<file path="config.mk">
export PLATFORM = sky130hd
export DESIGN_NAME = irq_resolver_top
export DESIGN_NICKNAME = d
export VERILOG_FILES = /design/src/verilog/irq_cfg_pkg.sv /design/src/verilog/irq_types_pkg.sv /design/src/verilog/prio_result_if.sv /design/src/verilog/irq_resolver_top.sv /design/src/verilog/irq_dispatch.sv /design/src/verilog/priority_comp.sv /design/src/verilog/irq_capture.sv
export SDC_FILE = /design/constraint.sdc
export NUM_CORES = 1
export LEC_CHECK = 0
export BUFFER_PORTS_ARGS = -buffer_cell sky130_fd_sc_hd__buf_2
export CAP_MARGIN = 20
export CORE_MARGIN = 2
export CORE_UTILIZATION = 55
export DETAILED_ROUTE_END_ITERATION = 16
export PLACE_DENSITY = 0.79
export SYNTH_ARGS = -nofsm -noshare
export SYNTH_HDL_FRONTEND = slang
export SYNTH_HIERARCHICAL = 1
export SYNTH_SLANG_ARGS = --single-unit
</file>
<file path="constraint.sdc">
create_clock -name clk -period 1.8 [get_ports clk]
set_clock_uncertainty 0.1 [all_clocks]
set_input_delay 0 -clock clk [delete_from_list [all_inputs] [get_ports clk]]
set_output_delay 0 -clock clk [all_outputs]
set_load 0.02 [all_outputs]
</file>
<file path="src/verilog/irq_cfg_pkg.sv">
// ======================================
// sizing constants for the interrupt resolver
// ======================================

package irq_cfg_pkg;

    // interrupt sources, highest index wins
    localparam int NUM_SRC = 8;

    // width of a source index
    localparam int IDX_W = $clog2(NUM_SRC);

    // register stages in the priority comparator
    localparam int PIPE_DEPTH = 3;

    // cycles held off after an ack
    // the capture update plus a full pipeline flush
    localparam int HOLDOFF_CYC = PIPE_DEPTH + 1;

    // holdoff down-counter width
    localparam int HOLD_W = $clog2(HOLDOFF_CYC);

endpackage
</file>
<file path="src/verilog/irq_types_pkg.sv">
// ======================================
// dispatcher state and served-source record
// ======================================

package irq_types_pkg;

    // dispatcher FSM
    typedef enum logic [1:0] {
        DISP_IDLE     = 2'd0,
        DISP_WAIT_ACK = 2'd1,
        DISP_HOLDOFF  = 2'd2
    } disp_state_e;

    // source currently presented to the processor
    typedef struct packed {
        logic [irq_cfg_pkg::IDX_W-1:0] index;
        logic                          busy;
    } served_t;

endpackage

</file>
<file path="src/verilog/prio_result_if.sv">
// ======================================
// comparator result bundle
// ======================================
`timescale 1ns/100ps

interface prio_result_if;
    import irq_cfg_pkg::*;

    // winning source and its one-hot mask
    logic [IDX_W-1:0]   index;
    logic [NUM_SRC-1:0] onehot;

    // any gated request present three cycles earlier
    logic               valid;

    // self-check failure on this item
    logic               error;

    modport comp (
        output index, onehot, valid, error
    );

    modport disp (
        input index, onehot, valid, error
    );

endinterface

</file>
<file path="src/verilog/irq_resolver_top.sv">
// ======================================
// interrupt resolver top level
// ======================================
`timescale 1ns/100ps

module irq_resolver_top (
    input  logic                             clk,
    input  logic                             rst_n,
    input  logic [irq_cfg_pkg::NUM_SRC-1:0]  req,
    input  logic [irq_cfg_pkg::NUM_SRC-1:0]  edge_sel,
    input  logic [irq_cfg_pkg::NUM_SRC-1:0]  mask,
    input  logic                             ack,
    output logic                             irq,
    output logic [irq_cfg_pkg::IDX_W-1:0]    vector,
    output logic                             fault
);
    import irq_cfg_pkg::*;

    logic [NUM_SRC-1:0] active;
    logic               clr;
    logic [IDX_W-1:0]   clr_index;

    prio_result_if res_if ();

    irq_capture u_irq_capture (
        .clk       (clk),
        .rst_n     (rst_n),
        .req       (req),
        .edge_sel  (edge_sel),
        .mask      (mask),
        .clr       (clr),
        .clr_index (clr_index),
        .active    (active)
    );

    // fixed latency of PIPE_DEPTH
    priority_comp u_priority_comp (
        .clk     (clk),
        .rst_n   (rst_n),
        .data_in (active),
        .res     (res_if.comp)
    );

    irq_dispatch u_irq_dispatch (
        .clk       (clk),
        .rst_n     (rst_n),
        .res       (res_if.disp),
        .ack       (ack),
        .irq       (irq),
        .vector    (vector),
        .fault     (fault),
        .clr       (clr),
        .clr_index (clr_index)
    );

endmodule

</file>
<file path="src/verilog/irq_dispatch.sv">
// ======================================
// irq/ack dispatcher with post-ack holdoff
// ======================================
`timescale 1ns/100ps

module irq_dispatch (
    input  logic                           clk,
    input  logic                           rst_n,
    prio_result_if.disp                    res,
    input  logic                           ack,
    output logic                           irq,
    output logic [irq_cfg_pkg::IDX_W-1:0]  vector,
    output logic                           fault,
    output logic                           clr,
    output logic [irq_cfg_pkg::IDX_W-1:0]  clr_index
);
    import irq_cfg_pkg::*;
    import irq_types_pkg::*;

    disp_state_e       state;
    served_t           served;
    logic [HOLD_W-1:0] hold_cnt;
    logic              hit;
    logic              take;

    // index and one-hot have to agree
    assign hit  = res.onehot[res.index];
    assign take = res.valid && !res.error && hit;

    // accepted ack clears the served source
    assign clr       = (state == DISP_WAIT_ACK) && ack;
    assign clr_index = served.index;

    assign irq    = served.busy;
    assign vector = served.index;

    always_ff @(posedge clk or negedge rst_n) begin
        if (!rst_n) begin
            state    <= DISP_IDLE;
            served   <= '0;
            hold_cnt <= '0;
        end else begin
            case (state)
                DISP_IDLE: begin
                    if (take) begin
                        served.index <= res.index;
                        served.busy  <= 1'b1;
                        state        <= DISP_WAIT_ACK;
                    end
                end
                DISP_WAIT_ACK: begin
                    if (ack) begin
                        served.busy <= 1'b0;
                        hold_cnt    <= HOLD_W'(HOLDOFF_CYC - 1);
                        state       <= DISP_HOLDOFF;
                    end
                end
                DISP_HOLDOFF: begin
                    // results in flight still show the cleared source
                    if (hold_cnt == '0) begin
                        state <= DISP_IDLE;
                    end else begin
                        hold_cnt <= hold_cnt - 1'b1;
                    end
                end
                default: begin
                    state <= DISP_IDLE;
                end
            endcase
        end
    end

    // sticky, watched in every state
    always_ff @(posedge clk or negedge rst_n) begin
        if (!rst_n) begin
            fault <= 1'b0;
        end else if (res.valid && (res.error || !hit)) begin
            fault <= 1'b1;
        end
    end

endmodule

</file>
<file path="src/verilog/priority_comp.sv">
// ======================================
// three-stage priority encoder with self-check
// ======================================
`timescale 1ns/100ps

module priority_comp (
    input  logic                             clk,
    input  logic                             rst_n,
    input  logic [irq_cfg_pkg::NUM_SRC-1:0]  data_in,
    prio_result_if.comp                      res
);
    import irq_cfg_pkg::*;

    // stage 1
    logic [NUM_SRC-1:0] data1;
    logic               any1;

    // stage 2
    logic [NUM_SRC-1:0] data2;
    logic [IDX_W-1:0]   idx2;
    logic [NUM_SRC-1:0] onehot2;
    logic               any2;

    logic [IDX_W-1:0]   idx1;

    // highest set bit, 0 when empty
    function automatic logic [IDX_W-1:0] find_high(input logic [NUM_SRC-1:0] data);
        logic [IDX_W-1:0] result;
        result = '0;
        for (int i = 0; i < NUM_SRC; i++) begin
            if (data[i]) begin
                result = IDX_W'(i);
            end
        end
        return result;
    endfunction

    assign idx1 = find_high(data1);

    // control chain
    always_ff @(posedge clk or negedge rst_n) begin
        if (!rst_n) begin
            any1      <= 1'b0;
            any2      <= 1'b0;
            res.valid <= 1'b0;
            res.error <= 1'b0;
        end else begin
            any1      <= |data_in;
            any2      <= any1;
            res.valid <= any2;
            // chosen bit must be set in the same item's data
            res.error <= any2 && ((data2 & onehot2) == '0);
        end
    end

    // payload chain
    always_ff @(posedge clk) begin
        data1      <= data_in;
        data2      <= data1;
        idx2       <= idx1;
        onehot2    <= any1 ? (NUM_SRC'(1) << idx1) : '0;
        res.index  <= idx2;
        res.onehot <= onehot2;
    end

endmodule

</file>
<file path="src/verilog/irq_capture.sv">
// ======================================
// request capture, pending register and mask
// ======================================
`timescale 1ns/100ps

module irq_capture (
    input  logic                              clk,
    input  logic                              rst_n,
    input  logic [irq_cfg_pkg::NUM_SRC-1:0]   req,
    input  logic [irq_cfg_pkg::NUM_SRC-1:0]   edge_sel,
    input  logic [irq_cfg_pkg::NUM_SRC-1:0]   mask,
    input  logic                              clr,
    input  logic [irq_cfg_pkg::IDX_W-1:0]     clr_index,
    output logic [irq_cfg_pkg::NUM_SRC-1:0]   active
);
    import irq_cfg_pkg::*;

    logic [NUM_SRC-1:0] req_q;
    logic [NUM_SRC-1:0] pending;
    logic [NUM_SRC-1:0] rise;
    logic [NUM_SRC-1:0] clr_vec;
    logic [NUM_SRC-1:0] pend_nxt;

    // rising edges seen between two samples
    assign rise = req & ~req_q;

    // decode the served source being cleared
    always_comb begin
        clr_vec = '0;
        if (clr) begin
            clr_vec[clr_index] = 1'b1;
        end
    end

    // edge sources accumulate, level sources track req
    // clear wins over a set in the same cycle
    always_comb begin
        pend_nxt = ((edge_sel & (pending | rise)) | (~edge_sel & req)) & ~clr_vec;
    end

    always_ff @(posedge clk or negedge rst_n) begin
        if (!rst_n) begin
            req_q   <= '0;
            pending <= '0;
        end else begin
            req_q   <= req;
            pending <= pend_nxt;
        end
    end

    // masked bits stay pending, just hidden
    assign active = pending & mask;

endmodule

</file>
==> summary.md <==
| Metric | Value |
|---|---|
| Outcome | `completed` |
| Critical path's top delay family | `multiplexers` |
| Pwr Density | `1270 mW/mm^2` |
| Final Max Slew Viols | `0` |
| Worst R2R Setup Slack | `roughly 0.13 ns` |
| Global route total overflow | `0` |
| Post-CTS setup buffers | `0` |
| Synthesized instance count | `176` |
| Root Driver | `clkbuf_8` |
| Final Setup Violations | `0` |
| Post-CTS sizing | `0` |
| Avg Vias per Cell | `between 5 and 6` |
| Layout cells sized above 1 | `about a quarter` |
| Final #Nets | `between 200 and 300` |
| Register area share after synthesis | `66.9%` |
| Distinct cells, synth | `37` |
| Critical path class | `flop to flop` |
| Main synth FF type | `dfxtp_1` |
| Clk slew on worst S/H paths | `around 0.07 ns` |
| Largest net degree at the start of global routing | `30` |
| Avg Inst Size Synth | `about 13 sq um` |
| DP HPWL | `2920 microns` |
| Crit end category | `flop` |
| Mapped Nets | `204` |
| CTS tree | `done` |
| Synthesized cell area | `between 0.002 and 0.0025 sq mm` |
| Crit path cell chain | `mux2i_1, a221oi_2, nand4_2, mux2_2` |
| ANT cells | `0` |
| Port bufs | `31` |
| Antenna violations before repair | `0` |
| Row cnt | `23` |
| Yosys warns | `6` |
| Residual DRC | `0` |
| Clock Latency Late Sink | `0.33 ns` |
| Die width | `67.5 microns` |
| Fin. Hold Viols | `0` |
| Maximum clock frequency | `around 600 MHz` |
| R2r endpoint | `u_irq_dispatch/clr_index[1]$_DFFE_PN0P_` |
| Slew headroom | `56.5%` |
| Fin crit share | `92.6%` |
| Initial drt markers | `65` |
| Num CTS Buffers | `9` |
| Slowest stage delay, CP | `0.44 ns` |
| Worst hold path type | `primary input to asynchronous set/reset pin` |
| Core area | `0.00394 sq mm` |
| GP Congestion | `0.937` |
| Startpoint types | `flop` |
| Tot Pwr | `3620 uW` |
| Seq cells post-synth | `67` |
| Worst endpoint data arrival time | `around 1.8 ns` |
| Async S/R FF share, synth | `43.3%` |
| Final wirelength | `4520 microns` |
| Worst slew pin tran | `0.652 ns` |
| Total number of vias | `around 1,600` |
| Number of global-route vias before repair | `1,726` |
| RSZ-0062 raised after global routing | `no` |
| Critical Path RT | `~1.9 ns` |
| Crit path max fanout | `5` |
| First-pass GRT wire length | `approximately 7600 microns` |
| Die H | `67.5 microns` |
| TNS Setup | `0 ns` |
| Total GRT Usage | `24.2%` |
| Antenna Nets Post-Route | `0` |
| CTS sink cnt | `67` |
| Starting density of the core | `56.3%` |
| Layout area overhead | `28.6%` |
| # IOs | `32` |
| Clock tree buffer depth | `2` |
| R2r worst-path depth | `4` |
| Routed len/inst | `15.3 microns` |
| Maxcap violations | `0` |
| Dpl cells | `254` |
| CP max stage cell | `dfxtp_1` |
| Buffer and inverter count on the worst path | `0` |
| Final non-filler cell total | `296` |
| Reg-to-reg startpoint | `u_priority_comp/res.index[0]$_DFF_P_` |
| Post-layout util | `between 70 and 80%` |
| Drt pass-1 iters | `4` |
| EDFF count, synth | `0` |
| Leakage | `0.00126 uW` |
| Final Critical Period | `1.67 ns` |
| VDD IR max | `0.725 mV` |
| Die Area | `~0.0046 sq mm` |
| CTS HTree Levels | `3` |
==> worst reg2reg max path: cells and delay by family, from the launching register on <==
kind	cells	cell delay, ns
muxes	2	0.46
DFF	1	0.44
AOI/OAI and AO/OA	1	0.33
and+or+nand+nor	1	0.22
==> timing repair <==
action | in CTS | in global routing
hold endpoints to repair | 59 | 0
endpoints found under the setup margin | 0 | 0
hold buffers | 26 | 0
==> cell usage in the layout, fill, tap and decap left out, types with 5 or more instances in the layout <==
master / synthesis / layout
a21bo_2: 8 / 8
a21oi_1: 5 / 5
and2_1: 11 / 11
buf_2: 0 / 31
clkbuf_8: 0 / 11
dfrtp_1: 29 / 29
dfxtp_1: 38 / 38
dlygate4sd3_1: 0 / 26
nand2_1: 17 / 17
nor2_1: 8 / 8
nor2b_1: 5 / 5
o21ai_0: 6 / 6
==> cell type report <==
cell class | count | area (sq um)
inverters | 4 | 15.0
well taps | 50 | 62.6
clock buffers | 12 | 155
clock inverters | 4 | 25.0
repair buffers | 58 | 423
fillers | 262 | 1090
flip-flops and latches | 67 | 1490
multi-input cells | 101 | 689
==> synth_stat cells, drive strengths merged (2+ instances only) <==
cell | count | share of area (%)
nor2 | 8 | 1.4
dfxtp | 38 | 34
mux2 | 3 | 1.5
and4 | 2 | 0.79
buf | 4 | 1.4
o21ai | 6 | 1.4
a32oi | 4 | 1.6
a22oi | 4 | 1.4
o221ai | 2 | 0.79
and2 | 11 | 3.1
a221oi | 2 | 1.1
inv | 4 | 0.68
nand2 | 17 | 2.9
a21bo | 8 | 3.6
nor4 | 2 | 0.56
nor3 | 2 | 0.45
mux2i | 4 | 1.8
nor2b | 6 | 1.8
a21oi | 5 | 1.1
dfrtp | 29 | 33
==> state kept, by name, summed over array words and instances (netlist names) <==
register,count
u_priority_comp/any2,1
u_priority_comp/res.valid,1
u_priority_comp/onehot2,8
u_priority_comp/data2,8
u_priority_comp/res.onehot,8
u_priority_comp/idx2,3
u_irq_dispatch/state,2
u_irq_dispatch/hold_cnt,2
u_priority_comp/any1,1
u_priority_comp/res.error,1
u_irq_capture/pending,8
u_priority_comp/data1,8
u_irq_capture/req_q,8
u_priority_comp/res.index,3
u_irq_dispatch/clr_index,3
u_irq_dispatch/fault,1
u_irq_dispatch/irq,1
==> routing by layer <==
metal  part of all wire [%]  wire (microns)  global-route usage [%]  up-vias
met2                     55            2470                    43.9       44
met4                    1.8              81                    10.7        0
li1                       -               -                       -      744
met5                      0               0                       0        -
met3                    4.8             215                    10.5        9
met1                     39            1750                    23.5      764
==> where the power goes <==
| group | internal (uW) | switching, uW | total (uW) |
|---|---|---|---|
| combinational | 297 | 313 | 609 |
| sequential | 1710 | 218 | 1920 |
| clock | 570 | 517 | 1090 |
| total | 2570 | 1050 | 3620 |
==> through the flow <==
stage               setup slack, ns  area [sq um]  hold WS [ns]
global placement              0.234          2420       -0.0528
global route                 0.0238          2860         0.186
CTS                           0.134          2860         0.132
floorplan                     0.285          2220        -0.396
finish                        0.133          2860         0.135
detailed placement            0.140          2420       -0.0414
==> how the worst max path moves through the flow <==
stage | endpoint | cells after the start | slack [ns] | start
floorplan | u_irq_dispatch/clr_index[0]$_DFFE_PN0P_ | 5 | 0.29 | u_priority_comp/res.index[0]$_DFF_P_
global placement | u_irq_dispatch/clr_index[0]$_DFFE_PN0P_ | 4 | 0.23 | u_priority_comp/res.index[1]$_DFF_P_
detailed placement | u_irq_dispatch/clr_index[1]$_DFFE_PN0P_ | 4 | 0.14 | u_priority_comp/res.index[0]$_DFF_P_
CTS | u_irq_dispatch/clr_index[1]$_DFFE_PN0P_ | 4 | 0.13 | u_priority_comp/res.index[0]$_DFF_P_
global route | u_irq_dispatch/clr_index[2]$_DFFE_PN0P_ | 4 | 0.02 | u_priority_comp/res.index[1]$_DFF_P_
finish | u_irq_dispatch/clr_index[1]$_DFFE_PN0P_ | 4 | 0.13 | u_priority_comp/res.index[0]$_DFF_P_
==> cells by family after synthesis <==
| logic type | share of synthesized area, % |
|---|---|
| AO/OA/AOI/OAI | 13.1 |
| adder cells (fa/ha/maj) | 0.563 |
| buffers and inverters | 2.03 |
| flip-flops | 66.9 |
| multiplexers | 3.32 |
| AND/OR/NAND/NOR | 14.0 |
(Power assumes the default switching activity.)
